==> config.mk <==
export PLATFORM = sky130hd
export DESIGN_NAME = ddr_scrubber
export DESIGN_NICKNAME = d
export VERILOG_FILES = /design/src/common/scrub_pkg.sv /design/src/scrubber/ddr_scrubber.sv
export SDC_FILE = /design/constraint.sdc
export NUM_CORES = 1
export LEC_CHECK = 0
export BUFFER_PORTS_ARGS = -buffer_cell sky130_fd_sc_hd__buf_2
export CAP_MARGIN = 20
export CORE_AREA = 2 2 286 288
export CTS_CLUSTER_SIZE = 28
export DETAILED_ROUTE_END_ITERATION = 7
export DIE_AREA = 0 0 288 290
export GPL_TIMING_DRIVEN = 0
export HOLD_SLACK_MARGIN = 0.06
export PLACE_DENSITY = 0.34
export SLEW_MARGIN = 20
export SYNTH_ARGS = -nofsm -noshare
export SYNTH_HDL_FRONTEND = slang
export SYNTH_SLANG_ARGS = --single-unit
==> constraint.sdc <==
create_clock -name clk -period 3.2 [get_ports clk]
set_clock_uncertainty 0.15 [all_clocks]
set_input_delay 0.48 -clock clk [delete_from_list [all_inputs] [get_ports clk]]
set_output_delay 0.48 -clock clk [all_outputs]
set_load 0.03 [all_outputs]
==> src/common/scrub_pkg.sv <==
`default_nettype none

package scrub_pkg;

  // --------------------------------------------------
  // Channel and bus sizing
  // --------------------------------------------------
  localparam int num_ch   = 4;
  localparam int ch_idx_w = $clog2(num_ch);
  localparam int addr_w   = 64;
  localparam int data_w   = 512;
  localparam int strb_w   = data_w / 8;
  localparam int id_w     = 16;

  // Scrub burst shape, 16 beats of 64 bytes
  localparam int                burst_beats   = 16;
  localparam logic [7:0]        burst_len     = 8'(burst_beats - 1);
  localparam logic [2:0]        burst_size    = 3'd6;
  localparam logic [addr_w-1:0] burst_bytes   = addr_w'(burst_beats * strb_w);
  localparam logic [addr_w-1:0] scrb_max_addr = 64'h1FFF;

  // Fixed identification words
  localparam logic [31:0] cl_id0 = 32'hF000_1D0F;
  localparam logic [31:0] cl_id1 = 32'h1D51_FEDC;

  // Control word fields, low bits are per-channel enables
  localparam int ctl_dbg_en_bit  = 31;
  localparam int ctl_dbg_sel_lsb = 28;
  localparam int ctl_dbg_sel_w   = 3;

  // Scrubber FSM encoding
  localparam logic [1:0] st_idle = 2'd0;
  localparam logic [1:0] st_addr = 2'd1;
  localparam logic [1:0] st_data = 2'd2;
  localparam logic [1:0] st_resp = 2'd3;

  // Scrub address, counted in full and reported in halves
  typedef union packed {
    logic [addr_w-1:0] full;
    struct packed {
      logic [31:0] hi;
      logic [31:0] lo;
    } half;
  } scrb_addr_u;

endpackage

`default_nettype wire
==> src/scrubber/ddr_scrubber.sv <==
`timescale 1ns/10ps
`default_nettype none

module ddr_scrubber (
  input  wire                           clk,
  input  wire                           sync_rst_n,
  input  wire                           scrb_en,
  input  wire                           ddr_ready,
  output logic                          awvalid,
  input  wire                           awready,
  output logic [scrub_pkg::addr_w-1:0]  awaddr,
  output logic [scrub_pkg::id_w-1:0]    awid,
  output logic [7:0]                    awlen,
  output logic [2:0]                    awsize,
  output logic                          wvalid,
  input  wire                           wready,
  output logic [scrub_pkg::data_w-1:0]  wdata,
  output logic [scrub_pkg::strb_w-1:0]  wstrb,
  output logic                          wlast,
  input  wire                           bvalid,
  input  wire  [1:0]                    bresp,
  output logic                          bready,
  output scrub_pkg::scrb_addr_u         scrb_addr,
  output logic                          scrb_done
);

  import scrub_pkg::*;

  logic [1:0]        state;
  logic [7:0]        beat_cnt;
  logic [addr_w-1:0] next_addr;
  logic              last_burst;

  assign next_addr  = scrb_addr.full + burst_bytes;
  assign last_burst = next_addr > scrb_max_addr;

  // --------------------------------------------------
  // Fixed burst attributes, zero data with full strobes
  // --------------------------------------------------
  assign awaddr = scrb_addr.full;
  assign awid   = '0;
  assign awlen  = burst_len;
  assign awsize = burst_size;
  assign wdata  = '0;
  assign wstrb  = '1;

  // Responses are taken as soon as they show up
  assign bready = 1'b1;

  // --------------------------------------------------
  // Burst FSM, one burst in flight
  // --------------------------------------------------
  always_ff @(posedge clk or negedge sync_rst_n)
  begin
    if (!sync_rst_n)
    begin
      state     <= st_idle;
      awvalid   <= 1'b0;
      wvalid    <= 1'b0;
      wlast     <= 1'b0;
      beat_cnt  <= '0;
      scrb_addr <= '0;
      scrb_done <= 1'b0;
    end
    else
    begin
      case (state)
        st_idle:
        begin
          // Disable rewinds the engine so a later enable starts over
          if (!scrb_en)
          begin
            scrb_addr <= '0;
            scrb_done <= 1'b0;
          end
          else if (ddr_ready && !scrb_done)
          begin
            awvalid <= 1'b1;
            state   <= st_addr;
          end
        end

        st_addr:
        begin
          if (awready)
          begin
            awvalid  <= 1'b0;
            wvalid   <= 1'b1;
            wlast    <= (burst_len == 8'd0);
            beat_cnt <= '0;
            state    <= st_data;
          end
        end

        st_data:
        begin
          if (wready)
          begin
            if (wlast)
            begin
              wvalid <= 1'b0;
              wlast  <= 1'b0;
              state  <= st_resp;
            end
            else
            begin
              beat_cnt <= beat_cnt + 8'd1;
              wlast    <= (beat_cnt + 8'd1) == burst_len;
            end
          end
        end

        default:
        begin
          // Response status does not change the scrub
          if (bvalid)
          begin
            if (last_burst)
              scrb_done <= 1'b1;
            else
              scrb_addr.full <= next_addr;
            state <= st_idle;
          end
        end
      endcase
    end
  end

endmodule

`default_nettype wire

==> summary.txt <==
Layout
  – Fill cell count: 9111
  – N_diodes: 0
  – NumNets Final: 1946
  – Register area: ~1800 um^2
  – Layout cell share with drive strength beyond 1: 54.0%
  – Finished Layout Cells: 2995
  – Multi-input gate area: 4820 um^2
  – Area grow syn2layout: 62.5%

STA
  – Max Clk Rate: between 0.2 and 0.3 GHz
  – Finish-stage setup viols: 53
  – Final WS setup: -0.198 ns
  – Relative slew slack: 54.4%
  – RSZ-0062 raised after global routing: yes
  – Period utilization: 106%
  – Final hold violations: 0
  – Worst-Margin Slew: a little under 0.7 ns
  – Slew Limit Fails: 0
  – Hold slack: between 0.3 and 0.4 ns
  – Tmin final: 3.40 ns

Yosys
  – Mapped Area: 9070 um^2
  – Sequential fraction of the synthesis area: 18.8%
  – Avg Cell Area, Syn: 8.30 um^2
  – Top FF cell, synth: dfrtp_1
  – Synth warnings: 0
  – Ys async rst share: 100%
  – Synthesized flop and latch total: 68
  – Syn Inst Count: 1093
  – Post-synth EDFFs: 0
  – Yosys cell types: 60

Worst setup path
  – Worst r2r src: awaddr[10]
  – CP Class: flip-flop to flip-flop
  – Reg-to-Reg End: awaddr[57]
  – WP data required: 3.29 ns
  – Crit path max fanout: 6
  – Register-to-register setup slack: -0.20 ns
  – Startpoint Class: flip-flop
  – Worst setup EP type: flip-flop
  – Worst-case reg-to-reg path depth: 12
  – Worst EP arrival: approximately 3.5 ns

Drt
  – Routed vias: 7591
  – Post-DR vias/cell: 2.53
  – WL/cell: 10.3 um
  – Pre-antenna DRT Iters: 4
  – Initial drt markers: 143
  – Post-Route WL: 31000 um
  – Detail Route Antenna Nets: 0
  – # DRC: 0

Flow run
  – Max-Cap Viols: 0

GRT
  – Initial antenna violation count: 0
  – Total grt overflow: 0
  – First-pass GRT wire length: 42700 um
  – Largest net degree at the start of global routing: 55
  – Vias in the first global route: between 6000 and 7000
  – GRT Total Usage: approximately 6.8%

Worst hold path
  – Hold path depth: 2
  – Start point of the worst min-delay path: wvalid
  – Hold crit path type: flip-flop to flip-flop
  – Worst Hold End: wvalid

Place
  – Number of instances in the placed design: 2894
  – Final HPWL DP: 26100 um
  – Pre-CTS WS: -0.879 ns
  – Port Buffer Count: 118
  – GPL Wtd Cong: 0.730

Clock tree
  – Clock latency at the later pin of the worst-skew pair: 0.34 ns
  – Htree depth: 3
  – Clock Path Buffers: 2
  – Root buf cell: clkbuf_16
  – TritonCTS clock tree: built
  – CTS sink cnt: 68
  – Num CTS Buffers: 9
  – Reg clk slew, reported paths: 0.06 ns

Outcome
  – Failing checks: setup timing
  – Outcome: complete, but fails checks

Die
  – Die X: ~290 um
  – Ports: 745
  – Die Area: 83500 um^2
  – Row count: ~100
  – Die Y: 290 um
  – Effective utilization at floorplan: between 10% and 20%
  – Core ar.: 80200 um^2

Pwr
  – Pwr dens: 327 nW/um^2
  – Leak: 0.00872 uW
  – Peak supply drop: between 200 and 250 uV
==> state kept, by name, indices dropped and copies added, names as in the netlist <==
signal,flops
awaddr,54
awvalid,1
beat_cnt,8
scrb_done,1
state,2
wlast,1
wvalid,1
==> final cells by class <==
cell class              count  share of cell area (%)
well taps                1060                    8.99
repair buffers            203                    8.73
clock inverters             6                   0.594
clock buffers              10                    1.62
flip-flops and latches     68                    12.0
multi-input cells         951                    32.7
plain buffers             687                    35.2
inverters                  10                   0.255
==> per-stage QoR <==
step | util [%] | power, uW | area, um^2 | setup TNS, ns
finish | 18.4 | 4830 | 14700 | -8.37
floorplan | - | 3120 | 11600 | 0
detailed placement | 16.8 | 3410 | 13500 | -45.90
global route | 18.4 | 5110 | 14700 | -14.09
CTS | 17.9 | 4780 | 14400 | -9.68
global placement | 16.8 | 3390 | 13500 | -44.64
==> Yosys cell counts (5+ instances only) <==
master	count	share of area [%]
nor2_1	24	0.99
or3_1	5	0.34
o21ai_0	20	1.1
and3_1	11	0.76
nand2b_1	6	0.41
a21oi_1	9	0.50
buf_6	5	0.62
buf_4	678	56
ha_1	7	0.97
nand2_1	28	1.2
xor2_1	6	0.58
mux2i_1	5	0.55
and2_1	35	2.4
inv_1	10	0.41
nand3_1	33	1.8
dfrtp_1	68	19
xnor2_1	9	0.87
nand4_1	18	1.2
and2_4	20	1.9
and4_1	7	0.68
a211oi_1	5	0.41
nor3_1	10	0.55
==> timing repair <==
item	4_1_cts	5_1_grt
setup buffers	43	35
resized for setup	43	37
pin swaps	29	28
endpoints found under the setup margin	55	55
hold endpoints to repair	14	0
cloned	5	1
hold buffers	1	0
==> layout by cell type, fill, tap and decap left out, types with 6 or more instances in the layout <==
cell,count
nand2b_1,6
and2_4,50
buf_6,17
buf_2,117
conb_1,624
buf_4,753
nor3_1,7
xor2_1,6
and3_1,11
and4_1,6
o21ai_0,18
dfrtp_1,18
nor2_1,20
nand2_1,28
a21oi_1,9
dfrtp_2,50
clkbuf_16,9
inv_1,10
ha_1,6
nand3_1,27
xnor2_1,9
nand4_1,18
==> kinds of logic after synthesis <==
| kind of cell | count (synthesis) | share of synthesized area, % |
|---|---|---|
| flip-flops | 68 | 18.8 |
| buffers and inverters | 697 | 57.3 |
| AND/OR/NAND/NOR | 224 | 15.2 |
| multiplexers | 9 | 1.05 |
| adder cells (fa/ha/maj) | 7 | 0.965 |
| AO/OA/AOI/OAI | 71 | 5.20 |
| other | 2 | 0.0828 |
| XOR/XNOR | 15 | 1.45 |
==> per-layer routing <==
metal  part of all wire (%)  wire, um  GRT usage (%)
met1                     37     11300           7.35
met3                    6.9      2120           1.30
met2                     56     17300           13.7
met4                   0.71       221           1.07
met5                      0         0              0
==> worst max-delay path by stage <==
| stage | startpoint | to | slack, ns | depth (start not counted) |
|---|---|---|---|---|
| 3_5_place_dp | awaddr[12] | awaddr[19] | -0.88 | 11 |
| 5_1_grt | awaddr[25] | awaddr[57] | -0.30 | 13 |
| 3_3_place_gp | awaddr[13] | awaddr[49] | -0.85 | 11 |
| 6_report | awaddr[10] | awaddr[57] | -0.20 | 12 |
| 4_1_cts | awaddr[10] | awaddr[61] | -0.22 | 12 |
| 2_1_floorplan | awaddr[54] | awaddr[13] | 0.003 | 9 |
==> power breakdown <==
group | switching [uW] | total [uW] | internal (uW)
Clock | 408 | 1110 | 702
Combinational | 1770 | 2730 | 962
Sequential | 63.2 | 982 | 919
==> worst max-delay path, stage by stage (launching register included) <==
cell	delay (ns)
dfrtp_2	0.44
ha_4	0.19
and3_1	0.20
nand3_1	0.11
mux2_2	0.33
o22ai_1	0.27
nand4_1	0.18
or4_4	0.45
nor4_4	0.29
buf_6	0.17
a21oi_4	0.14
buf_6	0.21
and2_4	0.15
No activity file was read; power rests on OpenSTA's default activity.
