### src/common/scrub_pkg.sv
`default_nettype none

package scrub_pkg;

  // --------------------------------------------------
  // Channel and bus sizing
  // --------------------------------------------------
  localparam int num_ch   = 4;
  localparam int ch_idx_w = $clog2(num_ch);
  localparam int addr_w   = 64;
  localparam int data_w   = 512;
  localparam int strb_w   = data_w / 8;
  localparam int id_w     = 16;

  // Scrub burst shape, 16 beats of 64 bytes
  localparam int                burst_beats   = 16;
  localparam logic [7:0]        burst_len     = 8'(burst_beats - 1);
  localparam logic [2:0]        burst_size    = 3'd6;
  localparam logic [addr_w-1:0] burst_bytes   = addr_w'(burst_beats * strb_w);
  localparam logic [addr_w-1:0] scrb_max_addr = 64'h1FFF;

  // Fixed identification words
  localparam logic [31:0] cl_id0 = 32'hF000_1D0F;
  localparam logic [31:0] cl_id1 = 32'h1D51_FEDC;

  // Control word fields, low bits are per-channel enables
  localparam int ctl_dbg_en_bit  = 31;
  localparam int ctl_dbg_sel_lsb = 28;
  localparam int ctl_dbg_sel_w   = 3;

  // Scrubber FSM encoding
  localparam logic [1:0] st_idle = 2'd0;
  localparam logic [1:0] st_addr = 2'd1;
  localparam logic [1:0] st_data = 2'd2;
  localparam logic [1:0] st_resp = 2'd3;

  // Scrub address, counted in full and reported in halves
  typedef union packed {
    logic [addr_w-1:0] full;
    struct packed {
      logic [31:0] hi;
      logic [31:0] lo;
    } half;
  } scrb_addr_u;

endpackage

`default_nettype wire
### src/hw/scrub_ctl.sv
`timescale 1ns/10ps
`default_nettype none

module scrub_ctl (
  input  wire                                  clk,
  input  wire                                  sync_rst_n,
  input  wire  [31:0]                          ctl0,
  input  wire  [scrub_pkg::num_ch-1:0]         ddr_is_ready,
  input  wire                                  flr_assert,
  output logic [scrub_pkg::num_ch-1:0]         scrb_en,
  output logic [scrub_pkg::num_ch-1:0]         ddr_ready_q,
  output logic                                 dbg_en,
  output logic [scrub_pkg::ctl_dbg_sel_w-1:0]  dbg_sel,
  output logic                                 flr_done
);

  import scrub_pkg::*;

  logic [31:0] ctl0_q;
  logic        flr_assert_q;
  logic        flr_assert_qq;

  // --------------------------------------------------
  // Input registers
  // --------------------------------------------------
  always_ff @(posedge clk or negedge sync_rst_n)
  begin
    if (!sync_rst_n)
    begin
      ctl0_q       <= '0;
      ddr_ready_q  <= '0;
      flr_assert_q <= 1'b0;
    end
    else
    begin
      ctl0_q       <= ctl0;
      ddr_ready_q  <= ddr_is_ready;
      flr_assert_q <= flr_assert;
    end
  end

  // FLR acknowledge, one pulse per rising request
  always_ff @(posedge clk or negedge sync_rst_n)
  begin
    if (!sync_rst_n)
    begin
      flr_assert_qq <= 1'b0;
      flr_done      <= 1'b0;
    end
    else
    begin
      flr_assert_qq <= flr_assert_q;
      flr_done      <= flr_assert_q && !flr_assert_qq;
    end
  end

  // Control word fields
  assign scrb_en = ctl0_q[num_ch-1:0];
  assign dbg_en  = ctl0_q[ctl_dbg_en_bit];
  assign dbg_sel = ctl0_q[ctl_dbg_sel_lsb +: ctl_dbg_sel_w];

endmodule

`default_nettype wire

### config.mk
export PLATFORM = sky130hd
export DESIGN_NAME = scrub_ctl
export DESIGN_NICKNAME = d
export VERILOG_FILES = /design/src/common/scrub_pkg.sv /design/src/hw/scrub_ctl.sv
export SDC_FILE = /design/constraint.sdc
export NUM_CORES = 1
export LEC_CHECK = 0
export ABC_CLOCK_PERIOD_IN_PS = 900
export CORE_MARGIN = 2
export CORE_UTILIZATION = 30
export CTS_CLUSTER_DIAMETER = 50
export DETAILED_ROUTE_END_ITERATION = 8
export DONT_BUFFER_PORTS = 1
export GPL_TIMING_DRIVEN = 0
export MAX_ROUTING_LAYER = met4
export PLACE_DENSITY = 0.55
export SETUP_SLACK_MARGIN = 0.05
export SYNTH_ARGS = -nofsm -noshare
export SYNTH_HDL_FRONTEND = slang
export SYNTH_SLANG_ARGS = --single-unit
export TNS_END_PERCENT = 20
### constraint.sdc
create_clock -name clk -period 0.9 [get_ports clk]
set_input_delay 0.09 -clock clk [delete_from_list [all_inputs] [get_ports clk]]
set_output_delay 0.09 -clock clk [all_outputs]
set_load 0.01 [all_outputs]
==> results of run 1 <==
## how the worst min path moves through the flow
stage | end | from
finish | ctl0_q[2]$_DFF_PN0_ | sync_rst_n
global route | ctl0_q[2]$_DFF_PN0_ | sync_rst_n
CTS | flr_done$_DFF_PN0_ | sync_rst_n
detailed placement | ctl0_q[2]$_DFF_PN0_ | sync_rst_n
global placement | ctl0_q[2]$_DFF_PN0_ | sync_rst_n
floorplan | ctl0_q[0]$_DFF_PN0_ | sync_rst_n
## layer usage
layer	vias to the layer above	GRT usage [%]	wire length [um]
met5	-	-	0
met4	0	7.76	0
met3	0	5.00	82
met2	17	15.3	336
met1	99	6.91	169
li1	85	-	-
## cell type report
class,instances,area (um^2)
well taps,14,17.5
fillers,111,583
clock buffers,4,26.3
repair buffers,14,140
flip-flops and latches,15,375
multi-input cells,1,13.8
## synthesized netlist by cell type
cell | instances | area [um^2]
dfrtp_1 | 15 | 375
nor2b_4 | 1 | 13.8
## repair_timing
| action | 4_1_cts | 5_1_grt |
|---|---|---|
| buffers inserted | 0 | 0 |
| hold buffers | 14 | 0 |
| endpoints found under the setup margin | 0 | 0 |
| hold endpoints to repair | 28 | 0 |
## placed cells by master (no fill, tap or decap)
cell type / count
nor2b_4: 1
dlygate4sd3_1: 14
dfrtp_1: 15
clkbuf_1: 1
clkbuf_4: 3
## state kept, by name, indices dropped and copies added (netlist names)
name           cells
flr_assert_q       1
ctl0_q             8
flr_assert_qq      1
flr_done           1
ddr_ready_q        4
## through the flow
stage	utilization, %	hold slack (ns)	cells
global placement	35.2	-0.205	30
CTS	49.6	0.280	48
global route	49.6	0.300	48
floorplan	-	-0.206	16
finish	49.6	0.271	48
detailed placement	35.2	-0.205	30
## power groups by stage
stage          logic [mW]  registers (mW)  clock network, mW
3_5_place_dp      0.00390           0.753                  0
6_report           0.0620           0.737              0.357
4_1_cts            0.0634           0.739              0.379
5_1_grt            0.0693           0.743              0.406
2_1_floorplan     0.00380           0.748                  0
3_3_place_gp      0.00401           0.753                  0
## cells by family after synthesis
| group | count (synthesis) | share of synthesized area, % |
|---|---|---|
| flops | 15 | 96.5 |
| simple gates | 1 | 3.54 |
==> results.py, run 1 <==
metrics = {
    "outcome": {
        "status": "finished, final reports clean",
    },
    "power": {
        "power_density_mw_per_mm2": 2020,
        "p_sw_mw": 0.234,
        "p_leak_nw": 0.257,
        "pwr-share-seq_pct": 63.8,
        "combPwrFrac_pct": 5.4,
        "power.total_mw": 1.16,
        "internal-power_mw": 0.923,
        "ir_worst_vdd_v": 0.000940,
        "clkPwrFrac_pct": 30.9,
        "swShare_pct": 20.2,
    },
    "clock_network": {
        "cts.sinks": 15,
        "cts_resized": 0,
        "cts_root_buf": "clkbuf_4",
        "insertion_delay_ns": 0.27,
        "tritoncts": "built",
        "clk_path_buf_depth": 2,
        "cts_buffers": 3,
        "clk_pin_slew_ns": 0.08,
        "htree_levels": 1,
    },
    "detailed_routing": {
        "drt_iter0_drc": 1,
        "drc": 0,
        "vias": 201,
        "postRouteAntennaNets": 0,
        "routed_via_density": 4.19,
        "drt-total-wl_um": 588,
        "dr.pass1.iters": 2,
        "post_drt_wl_per_cell_um": 12.3,
    },
    "setup_path": {
        "r2r_slack_ns": 0.30,
        "rr_endpoint": "flr_done$_DFF_PN0_",
        "cp-endpoint": "dbg_en",
        "worstSetupEndpointType": "output pin",
        "worstSetupPathDepth": 0,
        "startpoint_type": "flop",
        "cp-startpoint": "ctl0_q[31]$_DFF_PN0_",
        "crit_required_ns": 0.81,
        "path_class": "reg2out",
        "r2r_cells": 1,
        "rr_startpoint": "flr_assert_q$_DFF_PN0_",
        "crit_fanout": 1,
        "arrival_ns": 0.68,
    },
    "placed_design": {
        "hpwl_um": 421,
        "pre_cts_slack_ns": 0.307,
        "placedInstanceArea_um2": 407,
        "portBuffers": 0,
        "place_congestion": 0.545,
    },
    "cells_and_area": {
        "syn_to_final_growth_pct": 47.3,
        "antenna_cells": 0,
        "layout-drive-gt1-share_pct": 11.8,
        "final_cell_area_um2": 573,
        "layout.nets": 74,
    },
    "floorplanning": {
        "core-area_mm2": 0.00116,
        "num_io_pins": 52,
        "start_util_pct": 33.7,
        "die_w_um": 40.0,
        "rows": 12,
        "die-area_mm2": 0.00160,
        "die_h_um": 40.0,
    },
    "synth": {
        "synth_cell_types": 2,
        "synth_area_um2": 389,
        "syn_nets": 55,
        "syn_avg_cell_area_um2": 24.3,
        "ys_warn_count": 0,
        "synth_seq_area_share_pct": 96.5,
        "ys_seq_elements": 15,
        "synthCells": 16,
    },
    "global_route": {
        "grt_pass1_vias": 199,
        "grt_max_degree": 16,
        "antenna_found_initial": 0,
        "grt-ovfl-total": 0,
        "grt.total_usage_pct": 9.16,
        "grt_pass1_wl_um": 800,
    },
    "timing": {
        "setup_slack_ns": 0.129,
        "rsz0062_at_grt": "no",
        "tightest_slew_ns": 0.620,
        "finClkSkew_ns": 0.000144,
        "setup_violations": 0,
        "period_minus_slack_ns": 0.771,
        "slew_headroom_pct": 58.5,
        "slew_violations": 0,
        "fin_tns_setup_ns": 0,
        "final.period_utilization_pct": 85.7,
        "hold_viol": 0,
        "clock.fmax_mhz": 1300,
    },
    "flow_run": {
        "drv_cap": 0,
    },
    "min_path": {
        "min_path_type": "in2async",
    },
}
(Power assumes the default switching activity.)
==> run 2: changes to the inputs <==
Settings changed: CORE_AREA set to 2 2 39 41, CORE_MARGIN 2 to not set, CORE_UTILIZATION 30 to not set, DIE_AREA set to 0 0 41 43, PLACE_DENSITY 0.55 to 0.54.
==> results.py, run 2 (synthesis gave the netlist of run 1 again) <==
metrics = {
    "detailed_routing": {
        "drt-total-wl_um": 606,
        "drt_iter0_drc": 0,
        "postRouteAntennaNets": 0,
        "vias": 208,
        "routed_via_density": 4.16,
        "drc": 0,
        "post_drt_wl_per_cell_um": 12.1,
        "dr.pass1.iters": 1,
    },
    "timing": {
        "finClkSkew_ns": 0.000236,
        "setup_violations": 0,
        "fin_tns_setup_ns": 0,
        "hold_viol": 0,
        "slew_violations": 0,
        "slew_headroom_pct": 57.3,
        "final.period_utilization_pct": 85.5,
        "tightest_slew_ns": 0.639,
        "period_minus_slack_ns": 0.770,
        "rsz0062_at_grt": "no",
        "clock.fmax_mhz": 1300,
        "holdWs_ns": 0.280,
    },
    "global_route": {
        "grt-ovfl-total": 0,
        "antenna_found_initial": 0,
        "grt_pass1_wl_um": 986,
        "grt_max_degree": 16,
        "grt.total_usage_pct": 9.47,
        "grt_pass1_vias": 242,
    },
    "cells_and_area": {
        "top_register": "ctl0_q",
        "layout.nets": 74,
        "antenna_cells": 0,
        "syn_to_final_growth_pct": 47.9,
        "largest_register_ffs": 8,
        "final_common_cell": "dfrtp_1",
        "largestRegisters": "ctl0_q x8, ddr_ready_q x4",
        "layout_common_cells": "dfrtp_1, dlygate4sd3_1, clkbuf_4",
        "layout-drive-gt1-share_pct": 11.8,
    },
    "placed_design": {
        "portBuffers": 0,
        "place_congestion": 0.547,
    },
    "clock_network": {
        "htree_levels": 1,
        "clk_pin_slew_ns": 0.08,
        "cts_resized": 0,
        "cts_root_buf": "clkbuf_4",
        "cts_buffers": 3,
        "cts_hold_buf": 14,
        "insertion_delay_ns": 0.27,
        "tritoncts": "built",
        "clk_path_buf_depth": 2,
        "cts_setup_buffers": 0,
        "cts.sinks": 15,
    },
    "setup_path": {
        "startpoint_type": "flop",
        "crit_required_ns": 0.81,
        "cp-startpoint": "ctl0_q[30]$_DFF_PN0_",
        "crit_fanout": 1,
        "arrival_ns": 0.68,
        "rr_startpoint": "flr_assert_q$_DFF_PN0_",
        "worstSetupEndpointType": "output pin",
        "path_class": "reg2out",
    },
    "floorplanning": {
        "num_io_pins": 52,
        "die_w_um": 41,
        "rows": 14,
        "die-area_mm2": 0.00176,
        "core-area_mm2": 0.00138,
        "start_util_pct": 28.1,
        "die_h_um": 43,
    },
    "power": {
        "power_density_mw_per_mm2": 2010,
        "power.total_mw": 1.16,
        "p_leak_nw": 0.257,
        "ir_worst_vdd_v": 0.000636,
    },
    "flow_run": {
        "drv_cap": 0,
    },
    "outcome": {
        "status": "finished, final reports clean",
    },
    "min_path": {
        "min_path_type": "in2async",
    },
}
[run 2: cell counts in the layout (fill, tap and decap cells not counted)]
Identical to the previous run, type by type.
[run 2: layout make-up]
type / instances / area (um^2)
Multi-Input combinational cell: 1 / 13.8
Fill cell: 138 / 808
Clock buffer: 4 / 26.3
Sequential cell: 15 / 375
Tap cell: 16 / 20.0
Timing Repair Buffer: 14 / 140
[run 2: power breakdown]
group,switching [mW],internal [mW]
logic,0.0191,0.0436
registers,0.0300,0.708
clock network,0.183,0.171
[run 2: path summary, 6_finish.rpt]
path	endpoint	slack, ns	cells past startpoint
worst max-delay path	dbg_sel[2]	0.13	0
worst min-delay path	flr_done$_DFF_PN0_	0.28	1
worst max register to register	flr_done$_DFF_PN0_	0.29	1
worst min register to register	flr_assert_qq$_DFF_PN0_	0.39	0
max in group asynchronous	ctl0_q[2]$_DFF_PN0_	0.21	1
min in group clk	ddr_ready_q[1]$_DFF_PN0_	0.37	1
[run 2: routing by layer]
metal | GRT usage (%) | wire [um] | up-vias
li1 | - | - | 85
met4 | 8.00 | 0 | 0
met2 | 12.8 | 313 | 16
met3 | 4.71 | 83 | 0
met5 | - | 0 | -
met1 | 9.69 | 210 | 107
[run 2: through the flow]
stage | utilization [%] | setup slack, ns | cells | area, um^2
after floorplan | - | 0.321 | 16 | 389
after global placement | 29.6 | 0.311 | 32 | 409
after detailed placement | 29.6 | 0.302 | 32 | 409
after CTS | 41.6 | 0.114 | 50 | 576
after global routing | 41.6 | 0.0590 | 50 | 576
final | 41.6 | 0.130 | 50 | 576
==> run 3: changes to the inputs <==
Settings changed: ABC_CLOCK_PERIOD_IN_PS 900 to 800, REMOVE_ABC_BUFFERS set to 1.
Clock period 0.9 ns to 0.8 ns, I/O delays scaled along.
==> results.py, run 3 (synthesis gave the netlist of run 1 again) <==
metrics = {
    "detailed_routing": {
        "drt_iter0_drc": 0,
        "vias": 209,
        "routed_via_density": 4.18,
        "post_drt_wl_per_cell_um": 12.1,
        "postRouteAntennaNets": 0,
        "drc": 0,
        "drt-total-wl_um": 607,
        "dr.pass1.iters": 1,
    },
    "power": {
        "ir_worst_vdd_v": 0.000715,
        "p_leak_nw": 0.266,
        "power_density_mw_per_mm2": 2250,
    },
    "cells_and_area": {
        "stdcell_count": 50,
        "largest_register_ffs": 8,
        "final_cell_area_um2": 578,
        "layout_common_cells": "dfrtp_1, dlygate4sd3_1, clkbuf_4",
        "largestRegisters": "ctl0_q x8, ddr_ready_q x4",
        "layout.nets": 74,
        "syn_to_final_growth_pct": 48.6,
        "finish.utilization_pct": 41.8,
        "antenna_cells": 0,
        "layout-drive-gt1-share_pct": 11.8,
        "final_common_cell": "dfrtp_1",
        "top_register": "ctl0_q",
    },
    "floorplanning": {
        "rows": 14,
        "num_io_pins": 52,
        "die_w_um": 41,
        "start_util_pct": 28.1,
        "die_h_um": 43,
        "core-area_mm2": 0.00138,
        "die-area_mm2": 0.00176,
    },
    "setup_path": {
        "crit_required_ns": 0.72,
        "arrival_ns": 0.68,
        "crit_fanout": 1,
        "startpoint_type": "flop",
        "path_class": "reg2out",
        "worstSetupEndpointType": "output pin",
        "r2r_slack_ns": 0.19,
    },
    "placed_design": {
        "pre_cts_slack_ns": 0.202,
        "place_congestion": 0.547,
        "portBuffers": 0,
        "place_inst": 32,
        "placedInstanceArea_um2": 409,
    },
    "timing": {
        "slew_headroom_pct": 57.5,
        "period_minus_slack_ns": 0.760,
        "final.period_utilization_pct": 95.0,
        "tightest_slew_ns": 0.638,
        "finClkSkew_ns": 0.000236,
        "setup_slack_ns": 0.0403,
        "rsz0062_at_grt": "yes",
        "slew_violations": 0,
        "hold_viol": 15,
        "clock.fmax_mhz": 1320,
        "setup_violations": 0,
        "holdWs_ns": -0.110,
    },
    "clock_network": {
        "clk_pin_slew_ns": 0.08,
        "tritoncts": "built",
        "cts.sinks": 15,
        "htree_levels": 1,
        "cts_setup_buffers": 0,
        "cts_buffers": 3,
        "cts_hold_buf": 14,
        "insertion_delay_ns": 0.27,
        "cts_root_buf": "clkbuf_4",
        "clk_path_buf_depth": 2,
    },
    "outcome": {
        "failed_checks": "hold timing",
        "status": "finished with violations",
    },
    "flow_run": {
        "drv_cap": 0,
    },
    "min_path": {
        "min_path_type": "in2async",
    },
    "global_route": {
        "grt.total_usage_pct": 9.47,
        "grt_pass1_vias": 242,
        "grt_max_degree": 16,
        "grt-ovfl-total": 0,
        "grt_pass1_wl_um": 986,
        "antenna_found_initial": 0,
    },
}
-- run 3: cell types whose count changed in the layout (fill, tap and decap cells not counted) --
cell	change
dlymetal6s4s_1	+1
dlygate4sd3_1	-1
-- run 3: area by class of cell --
| cell class | instances | area, um^2 |
|---|---|---|
| Timing Repair Buffer | 14 | 143 |
| Tap cell | 16 | 20.0 |
| Clock buffer | 4 | 26.3 |
| Fill cell | 137 | 806 |
| Sequential cell | 15 | 375 |
| Multi-Input combinational cell | 1 | 13.8 |
-- run 3: metrics by stage --
| step | setup TNS, ns | power, mW |
|---|---|---|
| 2_1_floorplan | 0 | 0.846 |
| 3_3_place_gp | 0 | 0.851 |
| 3_5_place_dp | 0 | 0.851 |
| 4_1_cts | 0 | 1.33 |
| 5_1_grt | -0.0193 | 1.39 |
| 6_report | 0 | 1.30 |
-- run 3: path summary, 6_finish.rpt --
kind / from / to / cells past startpoint
worst max-delay path: ctl0_q[30]$_DFF_PN0_ / dbg_sel[2] / 0
worst min-delay path: sync_rst_n / flr_done$_DFF_PN0_ / 1
worst max register to register: flr_assert_q$_DFF_PN0_ / flr_done$_DFF_PN0_ / 1
worst min register to register: flr_assert_q$_DFF_PN0_ / flr_assert_qq$_DFF_PN0_ / 0
max in group asynchronous: sync_rst_n / ctl0_q[2]$_DFF_PN0_ / 1
min in group clk: ddr_is_ready[1] / ddr_ready_q[1]$_DFF_PN0_ / 1
-- run 3: what timing repair did --
action                                 in CTS  in global routing
setup endpoints to repair                  13                 28
resized for setup                           0                  1
endpoints found under the hold margin      28                 15
-- run 3: per-layer routing --
layer | part of all wire, % | global-route usage [%] | routed length (um)
met1 | 36 | 9.69 | 220
met2 | 52 | 12.8 | 315
met3 | 12 | 4.71 | 71
met4 | 0 | 8.00 | 0
met5 | 0 | - | 0
-- run 3: where the power goes --
group | switching (mW) | internal [mW]
clock network | 0.206 | 0.193
registers | 0.0338 | 0.796
logic | 0.0214 | 0.0498
